**config.mk**
```make
export PLATFORM = sky130hd
export DESIGN_NAME = mem_sequencer
export DESIGN_NICKNAME = d
export VERILOG_FILES = /design/src/common/cache_pkg.sv /design/src/cache/mem_sequencer.sv
export SDC_FILE = /design/constraint.sdc
export NUM_CORES = 1
export LEC_CHECK = 0
export BUFFER_PORTS_ARGS = -buffer_cell sky130_fd_sc_hd__buf_2
export CAP_MARGIN = 30
export CORE_MARGIN = 4
export CORE_UTILIZATION = 40
export CTS_CLUSTER_DIAMETER = 100
export DETAILED_ROUTE_END_ITERATION = 7
export PLACE_DENSITY = 0.78
export SLEW_MARGIN = 10
export SYNTH_ARGS = -nofsm -noshare
export SYNTH_HDL_FRONTEND = slang
export SYNTH_SLANG_ARGS = --single-unit
```
**constraint.sdc**
```tcl
create_clock -name CPU_CLK -period 7.01 [get_ports CPU_CLK]
set_clock_uncertainty 0.05 [all_clocks]
set_input_delay 1.0515 -clock CPU_CLK [delete_from_list [all_inputs] [get_ports CPU_CLK]]
set_output_delay 1.0515 -clock CPU_CLK [all_outputs]
set_load 0.02 [all_outputs]
```
**src/common/cache_pkg.sv**
```systemverilog
package cache_pkg;

  // ----------------------------------------
  // bus and array geometry
  // ----------------------------------------
  localparam int ADDR_W = 32;
  localparam int DATA_W = 32;

  localparam int INDEX_W = 8;                // cache idx 9:2, table idx 17:10
  localparam int ENTRIES = 1 << INDEX_W;

  localparam int CTAG_W = 22;                // physical bits 31:10
  localparam int VTAG_W = 14;                // page tag, bits 31:18
  localparam int TLB_W = 2 * VTAG_W;         // {ptag, vtag}

  // ----------------------------------------
  // request queue
  // ----------------------------------------
  localparam int FIFO_DEPTH = 4;
  localparam int PTR_W = $clog2(FIFO_DEPTH);
  localparam int CNT_W = $clog2(FIFO_DEPTH + 1);

  // one pending memory operation, 65 bits
  typedef struct packed {
    logic              wr;
    logic [ADDR_W-1:0] addr;
    logic [DATA_W-1:0] data;
  } mem_op_t;

endpackage
```
**src/cache/mem_sequencer.sv**
```systemverilog
`timescale 1ns/1ps

module mem_sequencer (
  input  logic                         CPU_CLK,
  input  logic                         RST,
  input  cache_pkg::mem_op_t           deq_op,
  input  logic                         empty,
  output logic                         deq_pop,
  input  logic                         dma_mcu_access,
  output logic [cache_pkg::ADDR_W-1:0] mem_addr,
  output logic                         mem_we,
  output logic                         mem_do_act,
  output logic [cache_pkg::DATA_W-1:0] mem_dataintomem,
  input  logic                         mem_ack,
  input  logic [cache_pkg::DATA_W-1:0] mem_datafrommem,
  output logic                         fill_valid,
  output logic [cache_pkg::DATA_W-1:0] fill_data
);

  logic req_q;                               // request held on the bus
  logic wr_q;
  logic load;
  logic done_beat;

  // ----------------------------------------
  // bus side
  // ----------------------------------------
  assign mem_do_act = req_q && dma_mcu_access;   // grant drops it at once
  assign mem_we     = wr_q && mem_do_act;
  assign done_beat  = mem_do_act && mem_ack;
  assign load       = !req_q && !empty;

  assign deq_pop = done_beat;                // head leaves with the ack

  always_ff @(posedge CPU_CLK)
  begin
    if (!RST)
    begin
      req_q      <= 1'b0;
      wr_q       <= 1'b0;
      fill_valid <= 1'b0;
    end
    else
    begin
      fill_valid <= done_beat && !wr_q;      // one cycle after the ack
      if (done_beat)
      begin
        req_q <= 1'b0;
      end
      else if (load)
      begin
        req_q <= 1'b1;
        wr_q  <= deq_op.wr;
      end
    end
  end

  // ----------------------------------------
  // address, write data and read return
  // ----------------------------------------
  always_ff @(posedge CPU_CLK)
  begin
    if (load)
    begin
      mem_addr        <= deq_op.addr;        // held until the ack
      mem_dataintomem <= deq_op.data;
    end
    if (done_beat && !wr_q)
    begin
      fill_data <= mem_datafrommem;
    end
  end

endmodule

```
* After elaboration in Yosys (flattened, before gate mapping)
Index checks and enable logic that the tools add are counted. Widths: inputs -> output; s select.
Word-level totals: output and inout port bits 100, input port bits 102, word-level logic and storage cells 18, register bits 99
Operators by class: reductions and logical operators 10, bitwise logic cells 2
Operators with widths (count):
- $logic_and 1x1->1 | 5
- $logic_not 1->1 | 3
- $not 1->1 | 2
- $reduce_and 2->1 | 1
- $reduce_or 2->1 | 1

* Longest topological paths before layout
Gate-level depths: netlist (run 1).
word-level depth 4, depth in mapped cells 2, mapped depth without buffers 2

* Worst setup path after synthesis (run 1)
No wires, ideal clock.
path type input to register, start input port empty, end register mem_addr[0] (netlist name) (enable), setup time 490 ps, stages 1, arrival 3793 ps, setup slack 2677 ps, cell sequence nor2_1
Between the ends: longest elaborated chain between the ends 2
RTL lines:
- from (decl) | line mem_sequencer.sv:7 | input logic empty,
- $logic_not 1->1 | line mem_sequencer.sv:31 | assign load = !req_q && !empty;
- $logic_and 1x1->1 | line mem_sequencer.sv:31
- to (signal assigned) | line mem_sequencer.sv:65 | mem_addr <= deq_op.addr;
- to (decl) | line mem_sequencer.sv:10 | output logic [cache_pkg::ADDR_W-1:0] mem_addr,
Every way passes these cells. A chain may end at the register's enable or synchronous reset.

* Worst setup path after layout (run 1)
start input port dma_mcu_access, end output port deq_pop
Between the ends: longest elaborated chain between the ends 2
RTL lines:
- from (decl) | line mem_sequencer.sv:9 | input logic dma_mcu_access,
- $logic_and 1x1->1 | line mem_sequencer.sv:28 | assign mem_do_act = req_q && dma_mcu_access;
- $logic_and 1x1->1 | line mem_sequencer.sv:30 | assign done_beat = mem_do_act && mem_ack;
- to (decl) | line mem_sequencer.sv:8 | output logic deq_pop,
Every way passes these cells.

==> results of run 1 <==
[power by group through the flow]
stage          sequential [mW]  clock (mW)  combinational [mW]
6_report                 0.688       0.384               0.102
5_1_grt                  0.691       0.425               0.110
4_1_cts                  0.689       0.398               0.104
3_5_place_dp             0.702           0               0.104
3_3_place_gp             0.701           0               0.102
2_1_floorplan            0.739           0              0.0121
[routing by layer]
layer | share of wire (%) | GRT usage (%) | vias up
met5 | 0 | 0 | -
met4 | 1.4 | 6.851 | 0
met3 | 18 | 9.084 | 9
met2 | 45 | 22.31 | 146
met1 | 35 | 15.72 | 829
li1 | - | - | 869
[layout by cell type (no fill, tap or decap)]
| master | count |
|---|---|
| clkbuf_1 | 2 |
| nand2b_1 | 1 |
| edfxtp_1 | 96 |
| clkinv_4 | 1 |
| buf_2 | 201 |
| bufinv_16 | 2 |
| mux2i_1 | 1 |
| clkbuf_8 | 9 |
| clkinvlp_4 | 1 |
| and3_2 | 1 |
| and3_1 | 1 |
| nand3_2 | 1 |
| dfxtp_1 | 3 |
| inv_1 | 1 |
| and2_2 | 1 |
| inv_6 | 1 |
| nor2_2 | 1 |
| nor3b_2 | 1 |
| buf_4 | 2 |
| nand2_1 | 2 |
| nor2_4 | 1 |
[cells by family (layout without fill, tap and decap cells)]
kind of cell	count (synthesis)	in the layout	share of synthesized area, %
buf+inv	1	220	0.1241
flops	99	99	97.39
simple gates	10	10	2.154
mux	1	1	0.3313
[state kept, by name (all words and copies together), names as in the netlist]
signal	count
req_q	1
mem_addr	32
fill_data	32
mem_dataintomem	32
wr_q	1
fill_valid	1
[worst reg2reg max path: cells and delay by family (launching register included)]
family,cells,cell delay (ps)
buffers and inverters,1,610
flip-flops,1,370
AND/OR/NAND/NOR,1,280
[how the worst max path moves through the flow]
| stage | slack (ps) | cells after the start | start | end |
|---|---|---|---|---|
| floorplan | 2680 | 1 | empty | mem_addr[0] |
| global placement | 4390 | 4 | dma_mcu_access | deq_pop |
| detailed placement | 4390 | 4 | dma_mcu_access | deq_pop |
| CTS | 4380 | 4 | dma_mcu_access | deq_pop |
| global route | 4340 | 4 | dma_mcu_access | deq_pop |
| finish | 4400 | 4 | dma_mcu_access | deq_pop |
[metrics by stage]
step,instance area [um^2],std cells,total power [mW],worst slack (ps)
detailed placement,4177,413,0.8062,4389
floorplan,3022,111,0.7509,2677
global placement,4177,413,0.8031,4392
CTS,4393,429,1.191,4385
global route,4393,429,1.226,4344
finish,4393,429,1.175,4396
[layout make-up]
cell class / instances / area, um^2 / area share [%]
clock buffers: 11 / 131.4 / 2.991
flip-flops and latches: 99 / 2943 / 66.99
inverters: 1 / 3.754 / 0.08545
clock inverters: 5 / 85.08 / 1.937
repair buffers: 203 / 1021 / 23.24
multi-input cells: 11 / 85.08 / 1.937
well taps: 99 / 123.9 / 2.820
==> metrics.yaml, run 1 <==
avgSynthCellArea_um2: 27.22
cts.sinks: 99
worst_setup_path_end_kind: "output port"
switching_power_mw: 0.2519
cts_setup_buffers: 0
async_reset_ff_share_pct: 0
core.rowCount: 31
syn-num-nets: 213
internal_power_mw: 0.9234
numPortBuffers: 201
synth-edff-count: 96
ir_drop_uv: 131.2
required_ps: 5910
ys.flop_type: "edfxtp_1"
syn_area_mm2: 0.003022
die_w_um: 94.92
grt_antenna_before_repair: 0
dieArea_mm2: 0.009009
hold_path_end: "fill_valid"
crit_path_max_fanout: 4
synth.area.top_cells: "edfxtp_1 95%, dfxtp_1 2.0%, nor3b_2 0.41%"
die_height_um: 94.92
finalSetupTns_ps: 0
worstSetupPathType: "input port to output port"
grt_max_degree: 57
path_clk_slew_ps: 90
swShare_pct: 21.43
synth.distinct_cells: 12
finalHoldViolations: 0
path_buf_inv: 3
utilization_pct: 60.24
comb_power_share_pct: 8.7
min_path_cells: 1
wl_per_cell_um: 15.69
worst_hold_slack_ps: 469.3
holdCritStartpoint: "wr_q"
rsz0062_at_grt: "false"
postRouteAntennaNets: 0
clock_latency_ps: 340
cts_buffer_depth: 2
p_clk_share_pct: 32.7
core_mm2: 0.007292
first_global_vias: 1877
ys_warn_count: 0
critPathMaxStageDelay_ps: 160
fin_crit_sh_pct: 37.28
io_pins: 202
maxSlewHeadroom_pct: 54.95
final_max_slew_viol_count: 0
crit_top_cell: "buf_2"
power_density_mw_per_mm2: 267.5
hold_buffers: 0
drv_cap: 0
crit_chain: "buf_2 > nand3_2 > inv_1 > buf_2"
drt-vias-per-instance: 4.319
area_growth_pct: 45.38
holdCritPathClass: "flop to flop"
fmax_mhz: 382.6
worst_pin_slew_ps: 675.7
worstPathArrival_ps: 1510
drtPass1Iterations: 4
synth_area_leader_cell: "edfxtp_1"
seqPwrFrac_pct: 58.6
place.gp.congestion: 0.7316
drc_errors: 0
synthMostInstantiatedCell: "edfxtp_1"
first_iter_violations: 32
syn_inst: 111
drive_gt1_share_pct: 67.58
routed_wl_mm: 6.733
seq_area_frac_synth_pct: 97.39
r2r-end: "mem_dataintomem[1]"
cts_resized: 0
nets: 427
start_kind: "input port"
cp_top_family: "buffers and inverters"
reg2reg_slack_ps: 5310
setup_viol_count_final: 0
p_leak_nw: 1.882
cts_tree: "yes"
vias: 1853
synth_top_area_share_pct: 95.40
grt_pass1_wl_mm: 9.349
grt-ovfl-total: 0
htree_levels: 3
initial_core_util_pct: 41.44
slowest_stage: "buf_2"
fin_crit_ps: 2614
cts-root-buf: "clkbuf_8"
n_fill_cell: 587
cts_buffers: 9
yosys-top-cells-count: "96 x edfxtp_1, 3 x dfxtp_1, 2 x nand2_1, 2 x nor2_1"
outcome: "complete, no violations"
antenna_cells: 0
ys_ff_latch: 99
r2r-start: "req_q"
grt_usage_pct: 14.50
ff2ff_path_depth: 2
(Power assumes the default switching activity.)
==> run 2: changes to the inputs <==
==> constraint.sdc (replaced) <==
create_clock -name CPU_CLK -period 2.6 [get_ports CPU_CLK]
set_clock_uncertainty 0.05 [all_clocks]
set_input_delay 0.39 -clock CPU_CLK [delete_from_list [all_inputs] [get_ports CPU_CLK]]
set_output_delay 0.39 -clock CPU_CLK [all_outputs]
set_load 0.02 [all_outputs]
==> run 2 against run 1 <==
  * Flip-flop and latch count unchanged
  * Setup slack worse by 3400 ps
  * Register-to-register slack worse by 4300 ps
  * Global-route usage up 1.7 points
  * Worst hold slack worse by 310 ps
  * First-iteration DRC count up 100%
  * Final area down 0.20%
  * Clock power rose to 2.5 times the previous value
  * Critical path type is now flop to flop
  * Largest cell class unchanged
  * Highest routed layer is now met5
==> metrics.yaml, run 2 (synthesis results as in run 1) <==
critPathMaxStageDelay_ps: 450  # +290 ps
cts_buffers: 9  # unchanged
core.rowCount: 31  # unchanged
required_ps: 2580  # -3330 ps
drc_errors: 0  # unchanged
p_clk_share_pct: 31.1  # -1.6 points
finalHoldViolations: 0  # unchanged
outcome: "complete, no violations"
wl_per_cell_um: 17.69  # +13%
nets: 428  # +0.23%
holdCritStartpoint: "deq_op[57]"
min_path_cells: 1  # unchanged
drtPass1Iterations: 5  # +1
antenna_cells: 0  # unchanged
ir_drop_uv: 248.1  # +89%
io_pins: 202  # unchanged
place_area_mm2: 0.004184  # +0.18%
reg2reg_slack_ps: 1000  # -4310 ps
core_mm2: 0.007292  # unchanged
cts_tree: "yes"
p_leak_nw: 1.874  # -0.43%
postRouteAntennaNets: 0  # unchanged
grt-ovfl-total: 0  # unchanged
routed_wl_mm: 7.606  # +13%
maxSlewHeadroom_pct: 65.83  # +11 points
die_w_um: 94.92  # unchanged
drive_gt1_share_pct: 67.98  # +0.40 points
internal_power_mw: 2.397  # +160%
fmax_mhz: 626.2
place.gp.congestion: 0.7894  # +7.9%
start_kind: "flop"
first_iter_violations: 65  # +100%
drt-vias-per-instance: 4.419  # +2.3%
power_density_mw_per_mm2: 707.6  # +160%
worst_pin_slew_ps: 511.3  # -164.4 ps
seqPwrFrac_pct: 59.8  # +1.2 points
worstSetupPathType: "flop to flop"
initial_core_util_pct: 41.44  # unchanged
path_clk_slew_ps: 100  # about the same
vias: 1900  # +2.5%
stdcell_count: 430  # +0.23%
drv_cap: 0  # unchanged
largest_registers: "fill_data: 32 flops, mem_addr: 32 flops, mem_dataintomem: 32 flops"
n_fill_cell: 590  # +0.51%
area_growth_pct: 45.09
grt_antenna_before_repair: 1  # +1
crit_path_max_fanout: 25  # +21
die_height_um: 94.92  # unchanged
ff2ff_path_depth: 2  # unchanged
setup_viol_count_final: 0  # unchanged
comb_power_share_pct: 9.1  # +0.4 points
cts_resized: 0  # unchanged
holdCritPathClass: "input port to flop"
finalSetupTns_ps: 0  # unchanged
final_max_slew_viol_count: 0  # unchanged
r2r-end: "mem_dataintomem[11]"
crit_chain: "nor2_4 > buf_4"
cts.sinks: 99  # unchanged
cts_setup_buffers: 0  # unchanged
rsz0062_at_grt: "false"
fin_area_mm2: 0.004384  # -0.20%
final_cell_mix: "201 x buf_2, 96 x edfxtp_1, 9 x clkbuf_8"
grt_max_degree: 33  # -42%
fin_crit_ps: 1597
fin_crit_sh_pct: 61.43
grt_pass1_wl_mm: 10.33  # +10%
grt_usage_pct: 16.18  # +1.7 points
worst_setup_path_end_kind: "flop"
dp_cells: 414  # +0.24%
first_global_vias: 1894  # +0.91%
dieArea_mm2: 0.009009  # unchanged
slowest_stage: "nor2_4"
hold_buffers: 0  # unchanged
swShare_pct: 22.72  # +1.3 points
place_hpwl_mm: 6.165
switching_power_mw: 0.7048  # +180%
r2r-start: "req_q"
numPortBuffers: 201  # unchanged
htree_levels: 3  # unchanged
hold_path_end: "mem_addr[25]"
cts-root-buf: "clkbuf_8"
final_common_cell: "buf_2"
worstPathArrival_ps: 1580  # +70 ps
clock_latency_ps: 340  # about the same
cts_buffer_depth: 2  # unchanged
==> run 2: layout make-up <==
type / count / area (um^2) / area share (%)
Inverter: 1 / 3.754 / 0.08562
Clock buffer: 10 / 127.6 / 2.911
Timing Repair Buffer: 204 / 1028 / 23.46
Clock inverter: 6 / 72.57 / 1.655
Tap cell: 99 / 123.9 / 2.825
Multi-Input combinational cell: 11 / 85.08 / 1.941
Sequential cell: 99 / 2943 / 67.12
==> run 2: worst max-delay path by stage <==
stage | startpoint | slack, ps | cells past startpoint | to
2_1_floorplan | empty | 40 | 1 | mem_addr[0]
3_3_place_gp | empty | 920 | 3 | mem_dataintomem[12]
3_5_place_dp | empty | 880 | 3 | mem_dataintomem[12]
4_1_cts | req_q | 980 | 3 | deq_pop
5_1_grt | req_q | 910 | 2 | mem_addr[3]
6_report | req_q | 1000 | 2 | mem_dataintomem[11]
==> run 2: power by group through the flow <==
| stage | Sequential, mW | Clock (mW) | Combinational (mW) |
|---|---|---|---|
| floorplan | 1.99 | 0 | 0.0328 |
| global placement | 1.89 | 0 | 0.279 |
| global route | 1.86 | 1.07 | 0.299 |
| CTS | 1.86 | 0.994 | 0.286 |
| detailed placement | 1.89 | 0 | 0.285 |
| finish | 1.86 | 0.963 | 0.282 |
==> run 2: per-stage QoR <==
step | power (mW) | hold WS [ps] | setup slack (ps) | utilization, %
2_1_floorplan | 2.022 | 396.3 | 37.92 | -
3_3_place_gp | 2.170 | 445.3 | 915.0 | 57.38
3_5_place_dp | 2.180 | 445.8 | 875.5 | 57.38
4_1_cts | 3.138 | 138.9 | 982.3 | 60.12
5_1_grt | 3.232 | 131.5 | 906.6 | 60.12
6_report | 3.102 | 155.4 | 1003 | 60.12
==> run 2: per-layer routing <==
layer,part of all wire [%],GRT usage [%]
met1,35,17.06
met2,52,28.89
met3,11,5.657
met4,1.8,7.332
met5,0.17,0
==> run 2: worst max-delay path, delay by kind of cell, from the launching register on <==
kind | cells | cell delay (ps)
buffers and inverters | 1 | 400
and+or+nand+nor | 1 | 450
DFF | 1 | 370
