===== config.mk =====
export PLATFORM = sky130hd
export DESIGN_NAME = cache_lookup
export DESIGN_NICKNAME = d
export VERILOG_FILES = /design/src/common/cache_pkg.sv /design/src/cache/cache_lookup.sv
export SDC_FILE = /design/constraint.sdc
export NUM_CORES = 2
export LEC_CHECK = 0
export ABC_CLOCK_PERIOD_IN_PS = 6200
export BUFFER_PORTS_ARGS = -buffer_cell sky130_fd_sc_hd__buf_2
export CAP_MARGIN = 5
export CORE_MARGIN = 4
export CORE_UTILIZATION = 45
export CTS_BUF_LIST = sky130_fd_sc_hd__clkbuf_4 sky130_fd_sc_hd__clkbuf_8 sky130_fd_sc_hd__clkbuf_16
export CTS_CLUSTER_SIZE = 25
export DETAILED_ROUTE_END_ITERATION = 16
export GPL_ROUTABILITY_DRIVEN = 1
export PLACE_DENSITY = 0.73
export SLEW_MARGIN = 20
export SYNTH_ARGS = -nofsm -noshare
export SYNTH_HDL_FRONTEND = slang
export SYNTH_SLANG_ARGS = --single-unit

===== constraint.sdc =====
create_clock -name CPU_CLK -period 6.2 [get_ports CPU_CLK]
set_input_delay 0.62 -clock CPU_CLK [delete_from_list [all_inputs] [get_ports CPU_CLK]]
set_output_delay 0.62 -clock CPU_CLK [all_outputs]
set_load 0.1 [all_outputs]

===== src/common/cache_pkg.sv =====
package cache_pkg;

  // ----------------------------------------
  // bus and array geometry
  // ----------------------------------------
  localparam int ADDR_W = 32;
  localparam int DATA_W = 32;

  localparam int INDEX_W = 8;                // cache idx 9:2, table idx 17:10
  localparam int ENTRIES = 1 << INDEX_W;

  localparam int CTAG_W = 22;                // physical bits 31:10
  localparam int VTAG_W = 14;                // page tag, bits 31:18
  localparam int TLB_W = 2 * VTAG_W;         // {ptag, vtag}

  // ----------------------------------------
  // request queue
  // ----------------------------------------
  localparam int FIFO_DEPTH = 4;
  localparam int PTR_W = $clog2(FIFO_DEPTH);
  localparam int CNT_W = $clog2(FIFO_DEPTH + 1);

  // one pending memory operation, 65 bits
  typedef struct packed {
    logic              wr;
    logic [ADDR_W-1:0] addr;
    logic [DATA_W-1:0] data;
  } mem_op_t;

endpackage

===== src/cache/cache_lookup.sv =====
`timescale 1ns/1ps

module cache_lookup (
  input  logic                          CPU_CLK,
  input  logic                          RST,
  input  logic [cache_pkg::ADDR_W-1:0]  cache_addr,
  input  logic [cache_pkg::DATA_W-1:0]  cache_wdata,
  input  logic                          cache_we,
  input  logic                          cache_enable,
  input  logic                          tlb_we,
  input  logic                          cache_inhibit,
  input  logic                          vmem_act,
  output logic [cache_pkg::DATA_W-1:0]  cache_rdata,
  output logic                          cache_busy,
  output logic                          cache_done,
  output logic                          mmu_fault,
  output logic                          enq_valid,
  output cache_pkg::mem_op_t            enq_op,
  input  logic                          full,
  input  logic                          fill_valid,
  input  logic [cache_pkg::DATA_W-1:0]  fill_data,
  output logic [cache_pkg::INDEX_W-1:0] ram_raddr,
  input  logic [cache_pkg::DATA_W-1:0]  data_rdata,
  input  logic [cache_pkg::CTAG_W-1:0]  tag_rdata,
  output logic [cache_pkg::INDEX_W-1:0] tlb_raddr,
  input  logic [cache_pkg::TLB_W-1:0]   tlb_rdata,
  output logic                          data_we,
  output logic [cache_pkg::INDEX_W-1:0] data_waddr,
  output logic [cache_pkg::DATA_W-1:0]  data_wdata,
  output logic [cache_pkg::CTAG_W-1:0]  tag_wdata,
  output logic                          tlb_ram_we,
  output logic [cache_pkg::INDEX_W-1:0] tlb_waddr,
  output logic [cache_pkg::TLB_W-1:0]   tlb_wdata
);

  import cache_pkg::*;

  typedef enum logic [1:0] {
    st_idle,
    st_lookup,
    st_wait_q,
    st_wait_fill
  } state_t;

  state_t state;

  logic [ADDR_W-1:0]  addr_q;
  logic [DATA_W-1:0]  wdata_q;
  logic               we_q;
  logic               inh_q;
  logic               vm_q;
  logic               is_tlb_q;
  logic [ADDR_W-1:0]  pa_q;
  logic [ENTRIES-1:0] cache_vld;
  logic [ENTRIES-1:0] tlb_vld;

  logic               accept;
  logic [INDEX_W-1:0] cidx;
  logic [INDEX_W-1:0] tidx;
  logic [VTAG_W-1:0]  ptag;
  logic [VTAG_W-1:0]  vtag;
  logic [ADDR_W-1:0]  pa_c;
  logic [ADDR_W-1:0]  pa;
  logic               fault;
  logic               hit;

  // ----------------------------------------
  // request capture and array read
  // ----------------------------------------
  assign accept    = (cache_enable || tlb_we) && !cache_busy;
  assign ram_raddr = cache_addr[9:2];        // arrays read on the accept edge
  assign tlb_raddr = cache_addr[17:10];

  always_ff @(posedge CPU_CLK)
  begin
    if (state == st_idle && accept)
    begin
      addr_q   <= cache_addr;
      wdata_q  <= cache_wdata;
      we_q     <= cache_we;
      is_tlb_q <= !cache_enable;             // cache access wins
      inh_q    <= cache_inhibit;
      vm_q     <= vmem_act;
    end
    if (state == st_lookup)
    begin
      pa_q <= pa_c;
    end
    if (state == st_lookup && !is_tlb_q && !fault && !we_q && hit)
    begin
      cache_rdata <= data_rdata;
    end
    else if (state == st_wait_fill && fill_valid)
    begin
      cache_rdata <= fill_data;
    end
  end

  // ----------------------------------------
  // translation and tag compare
  // ----------------------------------------
  assign cidx         = addr_q[9:2];
  assign tidx         = addr_q[17:10];
  assign {ptag, vtag} = tlb_rdata;

  assign fault = vm_q && !(tlb_vld[tidx] && vtag == addr_q[31:18]);
  assign pa_c  = vm_q ? {ptag, addr_q[17:0]} : addr_q;
  assign pa    = (state == st_lookup) ? pa_c : pa_q;
  assign hit   = !inh_q && cache_vld[cidx] && tag_rdata == pa_c[31:10];

  // ----------------------------------------
  // queue and array writes
  // ----------------------------------------
  always_comb
  begin
    enq_valid = 1'b0;
    if (!full)
    begin
      if (state == st_wait_q)
      begin
        enq_valid = 1'b1;
      end
      else if (state == st_lookup && !is_tlb_q && !fault && (we_q || !hit))
      begin
        enq_valid = 1'b1;
      end
    end
  end

  assign enq_op = '{wr: we_q, addr: pa, data: wdata_q};

  assign data_we = (enq_valid && we_q && !inh_q) ||
                   (state == st_wait_fill && fill_valid && !inh_q);
  assign data_waddr = cidx;
  assign data_wdata = (state == st_wait_fill) ? fill_data : wdata_q;
  assign tag_wdata  = pa[31:10];

  assign tlb_ram_we = (state == st_lookup) && is_tlb_q;
  assign tlb_waddr  = tidx;
  assign tlb_wdata  = {wdata_q[29:16], wdata_q[13:0]};

  // ----------------------------------------
  // control FSM
  // ----------------------------------------
  always_ff @(posedge CPU_CLK)
  begin
    if (!RST)
    begin
      state      <= st_idle;
      cache_busy <= 1'b0;
      cache_done <= 1'b0;
      mmu_fault  <= 1'b0;
      cache_vld  <= '0;
      tlb_vld    <= '0;
    end
    else
    begin
      cache_done <= 1'b0;
      mmu_fault  <= 1'b0;
      if (cache_done)
      begin
        cache_busy <= 1'b0;                  // drops the cycle after done
      end

      case (state)
        st_idle:
          if (accept)
          begin
            state      <= st_lookup;
            cache_busy <= 1'b1;
          end
        st_lookup:
          if (is_tlb_q)
          begin
            tlb_vld[tidx] <= 1'b1;
            cache_done    <= 1'b1;
            state         <= st_idle;
          end
          else if (fault)
          begin
            mmu_fault  <= 1'b1;              // no state change, no bus op
            cache_done <= 1'b1;
            state      <= st_idle;
          end
          else if (!we_q && hit)
          begin
            cache_done <= 1'b1;
            state      <= st_idle;
          end
          else if (full)
          begin
            state <= st_wait_q;
          end
          else if (we_q)
          begin
            cache_done <= 1'b1;              // posted
            state      <= st_idle;
          end
          else
          begin
            state <= st_wait_fill;
          end
        st_wait_q:
          if (!full)
          begin
            if (we_q)
            begin
              cache_done <= 1'b1;
              state      <= st_idle;
            end
            else
            begin
              state <= st_wait_fill;
            end
          end
        st_wait_fill:
          if (fill_valid)
          begin
            cache_done <= 1'b1;
            state      <= st_idle;
            if (!inh_q)
            begin
              cache_vld[cidx] <= 1'b1;
            end
          end
        default:
          state <= st_idle;
      endcase

      if (enq_valid && we_q)
      begin
        cache_vld[cidx] <= !inh_q;           // inhibited write drops the line
      end
    end
  end

endmodule


; ---- Word-level counts from Yosys, hierarchy flattened
; Index checks and enable logic that the tools add are counted.
[word_totals]
out_inout_bits = 217
in_bits = 187
word_cells = 107
regBits = 649
[classes]
n_eq_ne = 8
magnitude_cmp = 4
bitwise_logic = 4
reduce_logical = 35
muxes = 42
[ops]
columns = op, count
row1 = $mux W256, 5
row2 = $or A256 B256 Y256, 2
row3 = $bwmux W256, 1
row4 = $mux W32, 5
row5 = $eq A22 B22 Y1, 1
row6 = $logic_and A1 B1 Y1, 19
row7 = $lt A8 B9 Y1 const B, 2
row8 = $mux W1, 17
row9 = $bmux W1 S8, 2
row10 = $demux W1 S8, 2
row11 = $ge A8 B1 Y1 const B, 2
row12 = $mux W2, 8
row13 = $eq A14 B14 Y1, 1
row14 = $logic_not A1 Y1, 8
row15 = $pmux W2 S4, 1
row16 = $ne A2 B2 Y1 const B, 3
row17 = $eq A2 B2 Y1 const B, 2
row18 = $logic_or A1 B1 Y1, 3
row19 = $pmux W1 S3, 1
row20 = $reduce_and A3 Y1, 1
row21 = $reduce_or A3 Y1, 1
row22 = $eq A2 B1 Y1 const B, 1
row23 = $logic_not A2 Y1, 1
row24 = $not A1 Y1, 2
row25 = 2 further kinds, 2

; ---- Logic depth before layout (Yosys ltp)
[depth]
ltp_word = 14
ltp_mapped = 14
ltp_nobuf = 8

; ---- Worst setup path before layout
; OpenSTA, ideal clock, no wires.
[synth_path]
path_type = register to output
startpoint = register addr_q[2]
endpoint = output port enq_valid
path_stages_with_launch = 12
slack_ps = 1232
t_required_ps = 5580
arrival_ps = 4348
n_path_buf = 3
path_cell_list = edfxtp_1 -> buf_2 -> buf_2 -> buf_4 -> mux4_2 -> a22oi_1 -> a21oi_1 -> o41ai_1 -> a21boi_0 -> o31ai_1 -> o211ai_1 -> a21oi_1
[synth_via]
elab_chain_cells = 10
[synth_rtl]
columns = element, line_no
row1 = from (decl), cache_lookup.sv:47  ; logic [ADDR_W-1:0] addr_q;
row2 = from (signal assigned), cache_lookup.sv:78  ; addr_q <= cache_addr;
row3 = $bmux W1 S8, cache_lookup.sv:109  ; assign hit = !inh_q && cache_vld[cidx] && tag_rdata == pa_c[31:10];
row4 = $mux W1 (implied by the code), cache_lookup.sv:109
row5 = $logic_and A1 B1 Y1 (2 in series), cache_lookup.sv:109
row6 = $logic_not A1 Y1, cache_lookup.sv:123  ; else if (state == st_lookup && !is_tlb_q && !fault && (we_q || !hit))
row7 = $logic_or A1 B1 Y1, cache_lookup.sv:123
row8 = $logic_and A1 B1 Y1, cache_lookup.sv:123
row9 = $mux W1, cache_lookup.sv:123
row10 = $mux W1, cache_lookup.sv:119  ; if (state == st_wait_q)
row11 = $mux W1, cache_lookup.sv:117  ; if (!full)
row12 = to (decl), cache_lookup.sv:17  ; output logic enq_valid,
; No other way between the ends. The select of a mux whose other input is x is not followed.

; ---- Worst setup path in the final report
[layout_path]
startpoint = register addr_q[5]
endpoint = output port enq_valid
; The elaborated chain is that of the path after synthesis.

==> results.json <==
{
  "avg_synthesized_cell_area_um2": 9.60,
  "antenna_found_initial": 11,
  "placementRows": 98,
  "setup-violations-final": 0,
  "tritoncts_num_sinks": 649,
  "cts.htree.levels": 3,
  "holdWs_ns": 0.157,
  "first_pass_grt_wire_length_um": 183000,
  "post_synth_instance_area_mm2": 0.0327,
  "async_set_or_reset_register_ratio_after_synthesis": 0,
  "drt_iter0_drc": 4447,
  "critical-path-slowest-cell": "sky130_fd_sc_hd__edfxtp_1",
  "port_buffers": 403,
  "route.antenna.remaining_nets": 0,
  "die_width_um": 277,
  "cts_buffers": 72,
  "yosys_warnings": 0,
  "syn_inst": 3404,
  "core_mm2": 0.0717,
  "synth_flop_cell": "sky130_fd_sc_hd__dfxtp_1",
  "vias_per_inst": 6.60,
  "routabilityCongestion": 0.928,
  "critPathMaxStageDelay_ns": 0.87,
  "synthesis.nets": 3591,
  "floorplan.io_pins": 404,
  "grt_max_degree": 266,
  "criticalPathCategory": "reg -> out",
  "postSynthRegisterBits": 649,
  "worst_slew_pin_tran_ns": 1.32,
  "cap_violations": 0,
  "syn_to_final_growth_pct": 14.6,
  "drive_above_1_share": 0.229,
  "wl_per_cell_um": 27.2,
  "remaining_drc_errors": 0,
  "finalHoldViolations": 0,
  "finClkSkew_ns": 0.0335,
  "finalWorstPathRequiredPeriod_ns": 5.97,
  "clockBufferDepth": 3,
  "max-vdd-ir-drop_mv": 0.380,
  "share_of_synthesized_area_occupied_by_flip_flops_and_latches": 0.428,
  "clock_latency_ns": 0.64,
  "drt_wl_total_um": 124000,
  "worst_setup_ep_type": "output port",
  "fmax_mhz": 168,
  "cts_root_buffer": "sky130_fd_sc_hd__clkbuf_16",
  "timing.critical_path.max_delay_family": "compound AO/OA/AOI/OAI gates",
  "drt_first_pass_iters": 6,
  "crit_chain": "clkinv_1 -> mux4_2 -> nor2_1 -> or4_1 -> a221oi_1 -> o31ai_1 -> o211ai_1 -> a21oi_1 -> buf_2",
  "power.density_mw_per_mm2": 335,
  "slew_viol_final": 0,
  "path_clk_slew_ns": 0.06,
  "tritoncts": "built",
  "vias_in_the_first_global_route": 29000,
  "die_h_um": 277,
  "outcome": "complete, no violations",
  "vias": 30000,
  "grt_setup_unrepaired": "false",
  "timing.hold.worst.class": "in -> reg",
  "detailedPlacementHpwl_um": 75100,
  "design.final.nets": 3718,
  "globalRoute.totalOverflow": 0,
  "synth_edf_count": 100,
  "critical_path_required_ns": 5.58,
  "groute.usage.overall": 0.305,
  "synthTopCellsByArea": "sky130_fd_sc_hd__dfxtp_1, sky130_fd_sc_hd__edfxtp_1, sky130_fd_sc_hd__a221oi_1",
  "finalCritPeriodShare": 0.963,
  "cts_hold_buf": 0,
  "synth.lib_cells_used.distinct": 64,
  "start_util": 0.455,
  "slew-limit-headroom": 0.118,
  "timing.critical_path.buf_inv": 2,
  "cellLeakagePower_uw": 0.0126,
  "floorplan.die_area_mm2": 0.0770,
  "crit_fanout": 18,
  "setup-tns-final_ns": 0,
  "resized_cells_post_cts": 0,
  "timing.critical_path.arrival_ns": 5.35,
  "post-synth-top-area-cell": "sky130_fd_sc_hd__dfxtp_1",
  "post-synth-top-area-fraction": 0.336,
  "critPathLaunchType": "flip-flop",
  "post_cts_buffers": 0
}
-- final timing paths --
path,from,end,slack [ns],cells past startpoint
setup reg to reg,addr_q[11]$_DFFE_PP_,cache_rdata[19]$_DFFE_PP_,1.09,9
setup / recovery,addr_q[5]$_DFFE_PP_,enq_valid,0.23,9
hold / removal,cache_wdata[27],wdata_q[27]$_DFFE_PP_,0.16,1
hold reg to reg,pa_q[0]$_DFF_P_,pa_q[0]$_DFF_P_,0.44,2
-- layer usage --
layer	wire length [µm]	vias up	track usage	share of wire
li1	-	12900	-	-
met1	46100	14400	0.386	0.37
met2	54300	2113	0.460	0.44
met3	14700	531	0.0889	0.12
met4	8530	0	0.186	0.069
met5	0	-	0	0
-- kinds of logic after synthesis --
group	after synthesis	synth area share
simple gates	627	0.0912
mux	240	0.120
compound gates	1155	0.256
flops	649	0.428
buf+inv	697	0.0955
xor+xnor	36	0.00965
-- synthesized netlist by cell type (61+ instances only) --
library cell,n
sky130_fd_sc_hd__clkbuf_1,241
sky130_fd_sc_hd__mux2i_1,71
sky130_fd_sc_hd__nand2_1,146
sky130_fd_sc_hd__buf_4,87
sky130_fd_sc_hd__inv_1,264
sky130_fd_sc_hd__buf_2,61
sky130_fd_sc_hd__o311ai_0,255
sky130_fd_sc_hd__nor2_1,202
sky130_fd_sc_hd__nor2b_1,150
sky130_fd_sc_hd__mux4_2,88
sky130_fd_sc_hd__a21oi_1,143
sky130_fd_sc_hd__o21a_1,125
sky130_fd_sc_hd__o21ai_0,282
sky130_fd_sc_hd__dfxtp_1,549
sky130_fd_sc_hd__a221oi_1,257
sky130_fd_sc_hd__edfxtp_1,100
-- metrics by stage --
| stage | instances | total power, µW | area [µm²] | utilization | setup WS, ns |
|---|---|---|---|---|---|
| after floorplan | 3404 | 7140 | 32700 | - | 1.23 |
| after global placement | 4407 | 7710 | 34600 | 0.483 | 0.918 |
| after detailed placement | 4407 | 7720 | 34700 | 0.483 | 0.879 |
| after CTS | 4538 | 12500 | 37400 | 0.521 | 0.220 |
| after global routing | 4544 | 12800 | 37400 | 0.522 | 0.0698 |
| final | 4546 | 12500 | 37400 | 0.522 | 0.230 |
-- state kept, by name, indices dropped and copies added (netlist names) --
signal / flops
mmu_fault: 1
we_q: 1
state: 2
cache_rdata: 32
addr_q: 32
is_tlb_q: 1
inh_q: 1
cache_done: 1
vm_q: 1
cache_busy: 1
cache_vld: 256
pa_q: 32
wdata_q: 32
tlb_vld: 256
-- report_power, final --
part / switching (µW) / internal (µW)
combinational: 2610 / 510
clock: 1900 / 2970
sequential: 117 / 4440
-- cells in the final DEF, fill, tap and decap left out, drive strengths merged, types with 3 or more instances in the layout --
cell type / instances
buf: 484
bufinv: 15
nand2: 146
clkinvlp: 4
nand2b: 19
o311ai: 256
a21boi: 4
o21a: 125
nor2b: 150
clkbuf: 93
or4: 3
mux4: 101
clkinv: 17
diode: 8
nand4: 9
mux2i: 71
a2111oi: 5
edfxtp: 100
dfxtp: 549
o211ai: 6
xnor2: 18
o21ai: 283
nor2: 202
mux2: 68
a22o: 8
nor3: 37
nor4: 7
a22oi: 39
inv: 268
a21oi: 143
and2: 15
a31oi: 9
xor2: 18
nand3: 32
a211oi: 3
a221oi: 257
-- layout make-up --
class	instances	area [µm²]
well taps	950	1190
diodes	8	20.0
multi-input cells	2058	15800
clock buffers	93	2030
clock inverters	38	673
inverters	266	1000
fillers	6426	34300
repair buffers	484	2740
flip-flops and latches	649	14000
No activity file was read; power rests on OpenSTA's default activity.
