`src/common/cache_pkg.sv`:
```
package cache_pkg;

  // ----------------------------------------
  // bus and array geometry
  // ----------------------------------------
  localparam int ADDR_W = 32;
  localparam int DATA_W = 32;

  localparam int INDEX_W = 8;                // cache idx 9:2, table idx 17:10
  localparam int ENTRIES = 1 << INDEX_W;

  localparam int CTAG_W = 22;                // physical bits 31:10
  localparam int VTAG_W = 14;                // page tag, bits 31:18
  localparam int TLB_W = 2 * VTAG_W;         // {ptag, vtag}

  // ----------------------------------------
  // request queue
  // ----------------------------------------
  localparam int FIFO_DEPTH = 4;
  localparam int PTR_W = $clog2(FIFO_DEPTH);
  localparam int CNT_W = $clog2(FIFO_DEPTH + 1);

  // one pending memory operation, 65 bits
  typedef struct packed {
    logic              wr;
    logic [ADDR_W-1:0] addr;
    logic [DATA_W-1:0] data;
  } mem_op_t;

endpackage
```
`src/cache/mem_request_fifo.sv`:
```
`timescale 1ns/1ps

module mem_request_fifo (
  input  logic               CPU_CLK,
  input  logic               RST,
  input  logic               enq_valid,
  input  cache_pkg::mem_op_t enq_op,
  output logic               full,
  input  logic               deq_pop,
  output cache_pkg::mem_op_t deq_op,
  output logic               empty
);

  import cache_pkg::*;

  mem_op_t          slots [FIFO_DEPTH];
  logic [PTR_W-1:0] wr_ptr;
  logic [PTR_W-1:0] rd_ptr;
  logic [CNT_W-1:0] count;
  logic             push;
  logic             pop;

  assign full  = (count == CNT_W'(FIFO_DEPTH));
  assign empty = (count == '0);
  assign push  = enq_valid && !full;
  assign pop   = deq_pop && !empty;

  assign deq_op = slots[rd_ptr];             // head, valid while not empty

  always_ff @(posedge CPU_CLK)
  begin
    if (push)
    begin
      slots[wr_ptr] <= enq_op;
    end
  end

  always_ff @(posedge CPU_CLK)
  begin
    if (!RST)
    begin
      wr_ptr <= '0;
      rd_ptr <= '0;
      count  <= '0;
    end
    else
    begin
      if (push)
      begin
        wr_ptr <= wr_ptr + 1'b1;             // wraps at depth
      end
      if (pop)
      begin
        rd_ptr <= rd_ptr + 1'b1;
      end
      if (push && !pop)
      begin
        count <= count + 1'b1;
      end
      else if (pop && !push)
      begin
        count <= count - 1'b1;
      end
    end
  end

endmodule

```
`config.mk`:
```
export PLATFORM = sky130hd
export DESIGN_NAME = mem_request_fifo
export DESIGN_NICKNAME = d
export VERILOG_FILES = /design/src/common/cache_pkg.sv /design/src/cache/mem_request_fifo.sv
export SDC_FILE = /design/constraint.sdc
export NUM_CORES = 1
export LEC_CHECK = 0
export ABC_AREA = 1
export BUFFER_PORTS_ARGS = -buffer_cell sky130_fd_sc_hd__buf_2
export CORE_MARGIN = 1
export CORE_UTILIZATION = 57
export CTS_CLUSTER_SIZE = 16
export DETAILED_ROUTE_END_ITERATION = 12
export GPL_TIMING_DRIVEN = 0
export PLACE_DENSITY = 0.79
export SLEW_MARGIN = 20
export SYNTH_ARGS = -nofsm -noshare
export SYNTH_HDL_FRONTEND = slang
export SYNTH_SLANG_ARGS = --single-unit
```
`constraint.sdc`:
```
create_clock -name CPU_CLK -period 5.7 [get_ports CPU_CLK]
set_clock_uncertainty 0.1 [all_clocks]
set_input_delay 0.285 -clock CPU_CLK [delete_from_list [all_inputs] [get_ports CPU_CLK]]
set_output_delay 0.285 -clock CPU_CLK [all_outputs]
set_load 0.01 [all_outputs]
```
== Word level (Yosys, flattened, before mapping) ==
Memories as Yosys holds them, arrays and structs flattened. A register that Yosys moved wholly into a read port is not among the register bits.
Index checks and enable logic that the tools add are counted.

* $add $sub $neg: 4
* Eq/ne operators: 1
* Muxes and demuxes: 6
* Reduce and logical (&&, ||, !) cells: 10

{| class="wikitable"
|+ Operators with widths
! cell !! count
|-
| $mux 3 || 2
|-
| $add 2x1->2 const B || 2
|-
| $logic_and 1x1->1 || 4
|-
| $logic_not 1->1 || 4
|-
| $mux 2 || 2
|-
| $add 3x1->3 const B || 1
|-
| $eq 3x3->1 const B || 1
|-
| $logic_not 3->1 || 1
|-
| $sub 3x1->3 const B || 1
|-
| $mux 1 || 2
|-
| $reduce_bool 2->1 || 1
|}

* Flip-flop bits (word level): 7
* Memory bits (writable): 260
* Bits of input ports: 69
* Logic and storage cells: 25
* Memories kept: 1

{| class="wikitable"
|+ Memories
! memory !! depth !! width !! rd ports !! clocked after Yosys merged registers in !! write ports !! RTL line !! RTL
|-
| slots || 4 || 65 || 1 || 1 || 1 || mem_request_fifo.sv:16 || <nowiki>mem_op_t slots [FIFO_DEPTH];</nowiki>
|}

== Logic depth before layout (Yosys ltp) ==
Gate-level depths: netlist (run 1).

* Word-level depth: 7
* Mapped depth: 13

== Worst setup path before layout (run 1) ==
OpenSTA, ideal clock, no wires.

* Path type: register -> register
* Start: register count[0]
* End: memory slots[0][0] (netlist bit) (enable)
* Arrival: 3377 ps
* Path slack: 1735 ps
* Cell stages (with the launch flop): 5
* Clock period less this slack: 3965 ps
* Cells stage by stage: dfxtp_1 > nor2_1 > nand2_1 > nand2_1 > nor2_1

* Cells in the longest elaborated chain, start to end: 5

{| class="wikitable"
|+ RTL lines
! what !! RTL line !! RTL
|-
| start: declaration || mem_request_fifo.sv:19 || <nowiki>logic [CNT_W-1:0] count;</nowiki>
|-
| start signal: assignment || mem_request_fifo.sv:58 || <nowiki>count <= count + 1'b1;</nowiki>
|-
| start signal: assignment || mem_request_fifo.sv:62 || <nowiki>count <= count - 1'b1;</nowiki>
|-
| $eq 3x3->1 || mem_request_fifo.sv:23 || <nowiki>assign full = (count == CNT_W'(FIFO_DEPTH));</nowiki>
|-
| $logic_not 1->1 || mem_request_fifo.sv:25 || <nowiki>assign push = enq_valid && !full;</nowiki>
|-
| $logic_and 1x1->1 || mem_request_fifo.sv:25 ||
|-
| $mux 1 || mem_request_fifo.sv:32 || <nowiki>if (push)</nowiki>
|-
| $mux 1 (not written as such) || mem_request_fifo.sv:34 || <nowiki>slots[wr_ptr] <= enq_op;</nowiki>
|-
| end: declaration || mem_request_fifo.sv:16 ||
|}

Every way passes these cells.

==> results of run 1 <==
-- sequential cells by signal, summed over array words and instances (netlist names), named ones only --
| register | cells |
|---|---|
| wr_ptr | 2 |
| count | 3 |
| slots | 260 |
| rd_ptr | 2 |
-- how the worst max path moves through the flow --
stage	startpoint	endpoint	slack, ns
after floorplan	count[0]	slots[0][0]	1.73
after global placement	count[0]	slots[3][41]	-0.34
after detailed placement	count[0]	slots[2][10]	3.26
after CTS	flop	deq_op[2]	3.14
after global routing	flop	deq_op[13]	2.95
final	flop	deq_op[2]	3.13
-- synthesized netlist by cell type, drive strengths merged --
cell type  number
edfxtp        260
nor2          144
o21ai         131
o22ai          65
buf            25
inv            18
clkbuf         17
nand2          15
dfxtp           9
ha              5
nand3           4
a21oi           3
fa              1
nand3b          1
xor2            1
-- timing repair --
action                    CTS  global route
gates resized for setup     0             0
hold buffers               69             0
hold endpoints to repair  269             0
-- final cells by class --
cell class                      count  area, µm²
Inverter                           18       72.6
Clock inverter                     17        218
Multi-Input combinational cell    370       2130
Timing Repair Buffer              214       1600
Fill cell                        1089       4640
Buffer                             42        297
Tap cell                          229        287
Sequential cell                   269       7990
Clock buffer                       33        728
-- per-layer routing --
| metal | vias up | track usage | part of all wire |
|---|---|---|---|
| li1 | 3107 | - | - |
| met4 | 2 | 0.0684 | 0.021 |
| met3 | 46 | 0.0434 | 0.065 |
| met1 | 3303 | 0.314 | 0.41 |
| met5 | - | 0 | 0.00057 |
| met2 | 251 | 0.425 | 0.51 |
-- metrics by stage --
stage          total power (µW)  worst slack (ns)
6_report                   5890              3.13
4_1_cts                    5900              3.14
5_1_grt                    6140              2.95
3_3_place_gp               3950            -0.340
3_5_place_dp               4020              3.26
2_1_floorplan              3420              1.73
-- cells by family (layout without fill, tap and decap cells) --
group	after synthesis	count (layout)
flip-flops	269	269
AND/OR/NAND/NOR	164	164
XOR/XNOR	1	1
AO/OA/AOI/OAI	199	199
adder cells (fa/ha/maj)	6	6
buffers and inverters	60	324
-- worst register-to-register path, stage by stage, from the launching register on --
cell and delay, ns:
dfxtp_1 0.41, nor2_1 0.08, nand2_1 0.12, nand2_1 0.26
nor2_4 0.65, buf_12 0.29, buf_12 0.22
-- power by group through the flow --
stage	sequential (µW)	clock (µW)	combinational, µW
2_1_floorplan	2510	0	915
3_3_place_gp	2530	0	1420
3_5_place_dp	2500	0	1510
4_1_cts	2460	1880	1560
5_1_grt	2480	1960	1700
6_report	2470	1860	1560
==> flow_metrics.tcl, run 1 <==
set metrics [dict create \
    critPathSlowestCell "clkbuf_1" \
    cp_cell_sequence "inv_2, buf_2, clkbuf_1, o21ai_0, o22ai_2, buf_2" \
    clock-sinks 269 \
    finalHoldViolations 0 \
    post-route-util 0.742 \
    synthTopCellsByArea "edfxtp_1, o21ai_0, nor2_1" \
    synthMuxAreaShare 0 \
    synth-simple-area-share 0.0753 \
    cp_num_cells 6 \
    r2r_setup_slack_ns 3.26 \
    port_buffers 135 \
    max_freq_mhz 389 \
    num-nets-final 1017 \
    core_mm2 0.0180 \
    routed_wl_um 22900 \
    layout_common_cells "edfxtp_1, buf_2, nor2_1, o21ai_0, dlygate4sd3_1" \
    slew-limit-headroom 0.513 \
    critPathArrivalTime_ns 2.19 \
    dieArea_mm2 0.0189 \
    synthXorXnorAreaFrac 0.000838 \
    synth_top_family_by_area "compound AO/OA/AOI/OAI gates" \
    dp_hpwl_um 13700 \
    place_congestion 0.726 \
    setup_viol 0 \
    cp-start-kind "flop" \
    cts_made_buffers 27 \
    floorplan.rows 49 \
    synth_cells 699 \
    grt_start_max_net_pins 25 \
    tightest_slew_ns 0.729 \
    synth.cell_area_mm2 0.0105 \
    via_per_inst 5.63 \
    overflow 0 \
    areaGrowthSynthToFinish_pct 27.4 \
    track_usage 0.244 \
    holdPathStages 2 \
    timing.rr.end "slots[2][12]" \
    wl_per_cell_um 19.2 \
    avgSynthCellArea_um2 15.0 \
    initial_core_util 0.582 \
    die_y_um 137 \
    dr.first_iter.drc_count 488 \
    reg2reg_depth 6 \
    ir_drop_mv 0.497 \
    cap_violations 0 \
    internal_power_uw 4130 \
    dp_cells 1073 \
    yosysTopAreaCell "edfxtp_1" \
    io_pins 136 \
    via_count 6709 \
    crit_path_end_kind "primary output" \
    cp_num_buf_inv 4 \
    power.density_mw_per_mm2 442 \
    syn_nets 774 \
    antennaDiodeCount 0 \
    antenna_found_initial 1 \
    cts_setup_buffers 0 \
    fin_tns_setup_ns 0 \
    critPathTopFamily "buffers and inverters" \
    hold_path_end "rd_ptr[0]" \
    drv_slew 0 \
    placed_area_mm2 0.0117 \
    drc 0 \
    synth_cell_types 26 \
    clockPowerShare 0.316 \
    p_sw_uw 1760 \
    cpMostUsedCell "buf_2" \
    htree_num_levels 1 \
    synth_seq_cells 269 \
    worstReg2RegStart "count[0]" \
    p_leak_uw 0.00479 \
    yosys.area_share.adder 0.00790 \
    min_from "rd_ptr[0]" \
    synth_compound_area_frac 0.117 \
    worstSetupPathType "flop to primary output" \
    clkLatencyLatePin_ns 0.52 \
    yosysWarnings 0 \
    rsz0062_at_grt "no" \
    swShare 0.299 \
    cp.required_ns 5.32 \
    seq_power_share 0.419 \
    fin_area_mm2 0.0133 \
    status "completed" \
    yosysSeqAreaShare 0.764 \
    clk_pin_slew_worst_paths_ns 0.06 \
    post-route-min-period_ns 2.57 \
    fin_cells 1192 \
    ant_nets 0 \
    final_common_cell "edfxtp_1" \
    cp_max_fo 10 \
    netlist.area_leader.share 0.747 \
    grt_pass1_wl_um 34400 \
    root_buffer "clkbuf_16" \
    grt_pass1_vias 6685 \
    comb_power_share 0.265 \
    worstHoldPathType "flop to flop" \
    cts_tree "done" \
    fin_crit_sh 0.451 \
    cp_slowest_stage_delay_ns 0.45 \
    whs_ns 0.402 \
    clockBufferDepth 3 \
    die_w_um 137 \
    drive_gt1_frac 0.281 \
    first_pass_iters 7 \
]
Note: power is estimated with default switching activity, not from simulation.
==> inputs of run 2 (changes only) <==
clock period = 2.37 ns   (was 5.7 ns; I/O delays follow)
==> run 2 against run 1 <==
Compared with the run above:
- via count decreased by 2.1%
- utilization shrank 0.82 points
- count of clock-buffer cells in the layout unchanged
- critical path depth down 2
- setup slack lost 3.0 ns
- first-iteration DRC count fell by 8.8%
- register-to-register slack worse by 3.1 ns
- design area decreased by 1.1%
- non-clock buffer count rose by 1
- final cell count down 0.25%
- largest power group unchanged
==> flow_metrics.tcl, run 2 (synthesis results as in run 1) <==
set metrics [dict create \
    status "completed" \
    ant_nets 0 \
    power_uw 13400 \
    critPathTopFamily "buffers and inverters" \
    cts_made_buffers 26 \
    die_w_um 137 \
    cp-start-kind "flop" \
    setup_viol 0 \
    fin_cells 1189 \
    root_buffer "clkbuf_16" \
    num-nets-final 1017 \
    via_count 6570 \
    hold_path_end "slots[2][38]" \
    regMostFlops "slots" \
    worstReg2RegStart "count[0]" \
    ir_drop_mv 0.848 \
    post-route-util 0.733 \
    wl_met3_um 1300 \
    cp_cell_sequence "clkbuf_1, o21ai_0, o22ai_1, buf_2" \
    grt_pass1_wl_um 34200 \
    crit_path_end_kind "primary output" \
    clk_pin_slew_worst_paths_ns 0.06 \
    fin_ws_ns 0.127 \
    p_leak_uw 0.00472 \
    cp_num_buf_inv 2 \
    critPathSlowestCell "dfxtp_1" \
    grt_start_max_net_pins 25 \
    drv_slew 0 \
    io_pins 136 \
    clock-sinks 269 \
    clockBufferDepth 3 \
    core_mm2 0.0180 \
    met1_length_um 9530 \
    dp_hpwl_um 13600 \
    timing.rr.end "slots[3][35]" \
    areaGrowthSynthToFinish_pct 26.0 \
    die_y_um 137 \
    clkLatencyLatePin_ns 0.51 \
    whs_ns 0.261 \
    place_congestion 0.737 \
    antenna_found_initial 1 \
    rsz0062_at_grt "no" \
    critPathArrivalTime_ns 2.02 \
    route.met2.wl_um 11400 \
    dr.first_iter.drc_count 445 \
    slew-limit-headroom 0.452 \
    post-place-ws_ns 0.0615 \
    r2r_setup_slack_ns 0.21 \
    power.density_mw_per_mm2 1020 \
    overflow 0 \
    wl_per_cell_um 19.0 \
    nFillCells 1161 \
    top_layer_used "met4" \
    drive_gt1_frac 0.286 \
    largest_reg_flops 260 \
    post-route-min-period_ns 2.24 \
    largestRegisters "slots x260, count x3" \
    grt_pass1_vias 6580 \
    drc 0 \
    final_common_cell "edfxtp_1" \
    dieArea_mm2 0.0189 \
    track_usage 0.244 \
    first_pass_iters 4 \
    min_from "enq_op[38]" \
    routed_wl_um 22600 \
    floorplan.rows 49 \
    worstSetupPathType "flop to primary output" \
    cts_tree "done" \
    tightest_slew_ns 0.820 \
    cap_violations 0 \
    reg2reg_depth 5 \
    cp.required_ns 2.15 \
    htree_num_levels 1 \
    cts_setup_buffers 0 \
    cp_slowest_stage_delay_ns 0.47 \
    initial_core_util 0.582 \
    finalHoldViolations 0 \
    layout_common_cells "edfxtp_1, buf_2, nor2_1, o21ai_0, dlygate4sd3_1" \
    cp_max_fo 10 \
    worstHoldPathType "input port to flop" \
    holdPathStages 2 \
    via_per_inst 5.53 \
    max_freq_mhz 446 \
    port_buffers 135 \
    fin_crit_sh 0.946 \
    dp_cells 1074 \
]
==> run 2: cell count changes in the layout (fill, tap and decap cells not counted), moves of 3 or more <==
cell        change
clkbuf_2       +12
clkbuf_1        -9
bufinv_16       -5
clkinv_2        -4
clkbuf_8        -3
clkinvlp_4      +3
==> run 2: what timing repair did <==
item	4_1_cts	5_1_grt
setup endpoints to repair	9	103
gates resized for setup	3	19
hold endpoints to repair	269	0
hold buffers	69	0
==> run 2: metal layers <==
metal / vias up / track usage
met5: - / 0
met3: 32 / 0.0493
met4: 0 / 0.0635
li1: 3101 / -
met2: 226 / 0.418
met1: 3211 / 0.318
==> run 2: stage by stage <==
stage	TNS [ns]	cell area, µm²
after global placement	-469.53	11400
after floorplan	-143.39	10500
after global routing	0	13200
final	0	13200
after detailed placement	0	11700
after CTS	0	13200
==> run 2: layout make-up <==
| type | count | area (µm²) | share of cell area |
|---|---|---|---|
| well taps | 229 | 287 | 0.0217 |
| inverters | 18 | 72.6 | 0.00551 |
| clock inverters | 11 | 57.6 | 0.00437 |
| plain buffers | 42 | 312 | 0.0236 |
| clock buffers | 33 | 698 | 0.0530 |
| repair buffers | 215 | 1620 | 0.123 |
| multi-input cells | 370 | 2130 | 0.162 |
| diodes | 2 | 5.00 | 0.000380 |
| flip-flops and latches | 269 | 7990 | 0.606 |
==> run 2: how the worst max path moves through the flow <==
stage | startpoint | end | cells after the start | slack, ns
after floorplan | count[0] | slots[0][0] | 4 | -0.55
after global placement | count[0] | slots[3][43] | 4 | -1.87
after detailed placement | count[0] | slots[3][41] | 5 | 0.06
after CTS | flop | deq_op[1] | 5 | 0.01
after global routing | flop | deq_op[15] | 4 | 0.006
final | flop | deq_op[15] | 4 | 0.13
==> run 2: power breakdown <==
group | total [µW] | internal [µW] | switching, µW
logic | 3790 | 1450 | 2330
registers | 5930 | 5780 | 151
clock network | 3680 | 2070 | 1610
==> inputs of run 3 (changes only) <==
CORE_UTILIZATION = 60   (was 57)
CTS_BUF_LIST = sky130_fd_sc_hd__clkbuf_2   (was not set)
PLACE_DENSITY = 0.82   (was 0.79)
TNS_END_PERCENT = 10   (was not set)
==> run 3 against run 2 <==
Compared with the run above:
- the run now ends with setup timing left
- final cell count rose by 11%
- fmax fell by 8.6%
- clock power down 23%
- via count grew 14%
- count of clock-buffer cells in the layout is 62 higher
- register-to-register slack worse by 0.06 ns
- power decreased by 0.51%
- critical path depth up 2
- highest routed layer unchanged
==> flow_metrics.tcl, run 3 (synthesis results as in run 1) <==
set metrics [dict create \
    wl_per_cell_um 20.5 \
    largest_reg_flops 260 \
    via_count 7467 \
    layout_common_cells "edfxtp_1, buf_2, dlygate4sd3_1, nor2_1, clkbuf_2" \
    fin_crit_sh 1.03 \
    max_freq_mhz 408 \
    crit_path_end_kind "primary output" \
    worstSetupPathType "flop to primary output" \
    htree_num_levels 2 \
    drive_gt1_frac 0.339 \
    clock-sinks 269 \
    tightest_slew_ns 0.687 \
    power.density_mw_per_mm2 943 \
    drc 0 \
    worstHoldPathType "input port to flop" \
    largestRegisters "slots x260, count x3" \
    floorplan.rows 47 \
    initial_core_util 0.622 \
    setup_viol 8 \
    antenna_found_initial 0 \
    routed_wl_um 27200 \
    cap_violations 0 \
    cts_tree "done" \
    first_pass_iters 5 \
    post-route-min-period_ns 2.45 \
    port_buffers 135 \
    dr.first_iter.drc_count 694 \
    clk_pin_slew_worst_paths_ns 0.11 \
    num-nets-final 1128 \
    finalHoldViolations 0 \
    slew-limit-headroom 0.541 \
    status "finished with violations" \
    die_w_um 134 \
    cp.required_ns 2.15 \
    grt_start_max_net_pins 24 \
    regMostFlops "slots" \
    final_common_cell "edfxtp_1" \
    drv_slew 0 \
    areaGrowthSynthToFinish_pct 35.1 \
    clkLatencyLatePin_ns 0.83 \
    dp_cells 1066 \
    nFillCells 850 \
    via_per_inst 5.64 \
    grt_pass1_wl_um 41200 \
    fin_ws_ns -0.0827 \
    root_buffer "clkbuf_2" \
    violations "setup timing" \
    place_congestion 0.712 \
    track_usage 0.307 \
    dieArea_mm2 0.0180 \
    ir_drop_mv 0.637 \
    cts_made_buffers 61 \
    overflow 0 \
    rsz0062_at_grt "yes" \
    io_pins 136 \
    die_y_um 134 \
    fin_tns_setup_ns -0.244 \
    cp-start-kind "flop" \
    critPathArrivalTime_ns 2.23 \
    fin_cells 1324 \
    cp_max_fo 10 \
    dp_hpwl_um 14000 \
    core_mm2 0.0168 \
    grt_pass1_vias 7819 \
    clockBufferDepth 3 \
    antennaDiodeCount 0 \
    p_leak_uw 0.00527 \
    ant_nets 0 \
]
==> run 3: per-stage QoR <==
stage          hold WS, ns  area [µm²]  utilization  setup WS (ns)  total power, µW
2_1_floorplan        0.117       10500            -         -0.552             8220
3_3_place_gp         0.231       11400        0.679          -1.85             9470
3_5_place_dp         0.234       11800        0.699          0.110             9710
4_1_cts            0.00147       14000        0.831        -0.0678            13000
5_1_grt             0.0576       14100        0.840         -0.178            13900
6_report            0.0990       14100        0.840        -0.0827            13300
==> run 3: where the power goes <==
group	internal [µW]	switching (µW)
Combinational	1920	2620
Clock	1060	1780
Sequential	5770	175
==> run 3: worst paths after layout <==
kind / from / end / slack (ns) / depth (start not counted)
worst max register to register: count[0] / slots[0][42] / 0.15 / 6
worst min-delay path: deq_pop / flop / 0.1 / 4
worst max-delay path: flop / deq_op[18] / -0.08 / 6
worst min register to register: count[1] / count[1] / 0.43 / 2
==> run 3: what timing repair did <==
| item | CTS | global route |
|---|---|---|
| pin swaps | 27 | 14 |
| hold endpoints to repair | 307 | 0 |
| setup buffers | 4 | 2 |
| cloned | 3 | 0 |
| resized for setup | 83 | 56 |
| setup endpoints to repair | 65 | 118 |
| hold buffers | 136 | 0 |
==> run 3: layer usage <==
layer | GRT usage | vias to the layer above | part of all wire
li1 | - | 3368 | -
met1 | 0.379 | 3667 | 0.38
met2 | 0.540 | 378 | 0.52
met3 | 0.0548 | 54 | 0.066
met4 | 0.117 | 0 | 0.026
met5 | 0 | - | 0
==> run 3: critical path: stages (launching register included) <==
cell	delay [ns]
dfxtp_4	0.38
buf_4	0.15
buf_4	0.14
clkbuf_8	0.17
o21ai_1	0.26
o22ai_2	0.14
buf_2	0.16
==> run 3: layout make-up <==
class                           instances  area [µm²]  area share
Sequential cell                       269        7990       0.566
Timing Repair Buffer                  292        2500       0.177
Multi-Input combinational cell        370        2270       0.161
Clock buffer                           95         475      0.0337
Buffer                                 41         455      0.0322
Tap cell                              220         275      0.0195
Inverter                               18        80.1     0.00567
Clock inverter                         19        71.3     0.00505
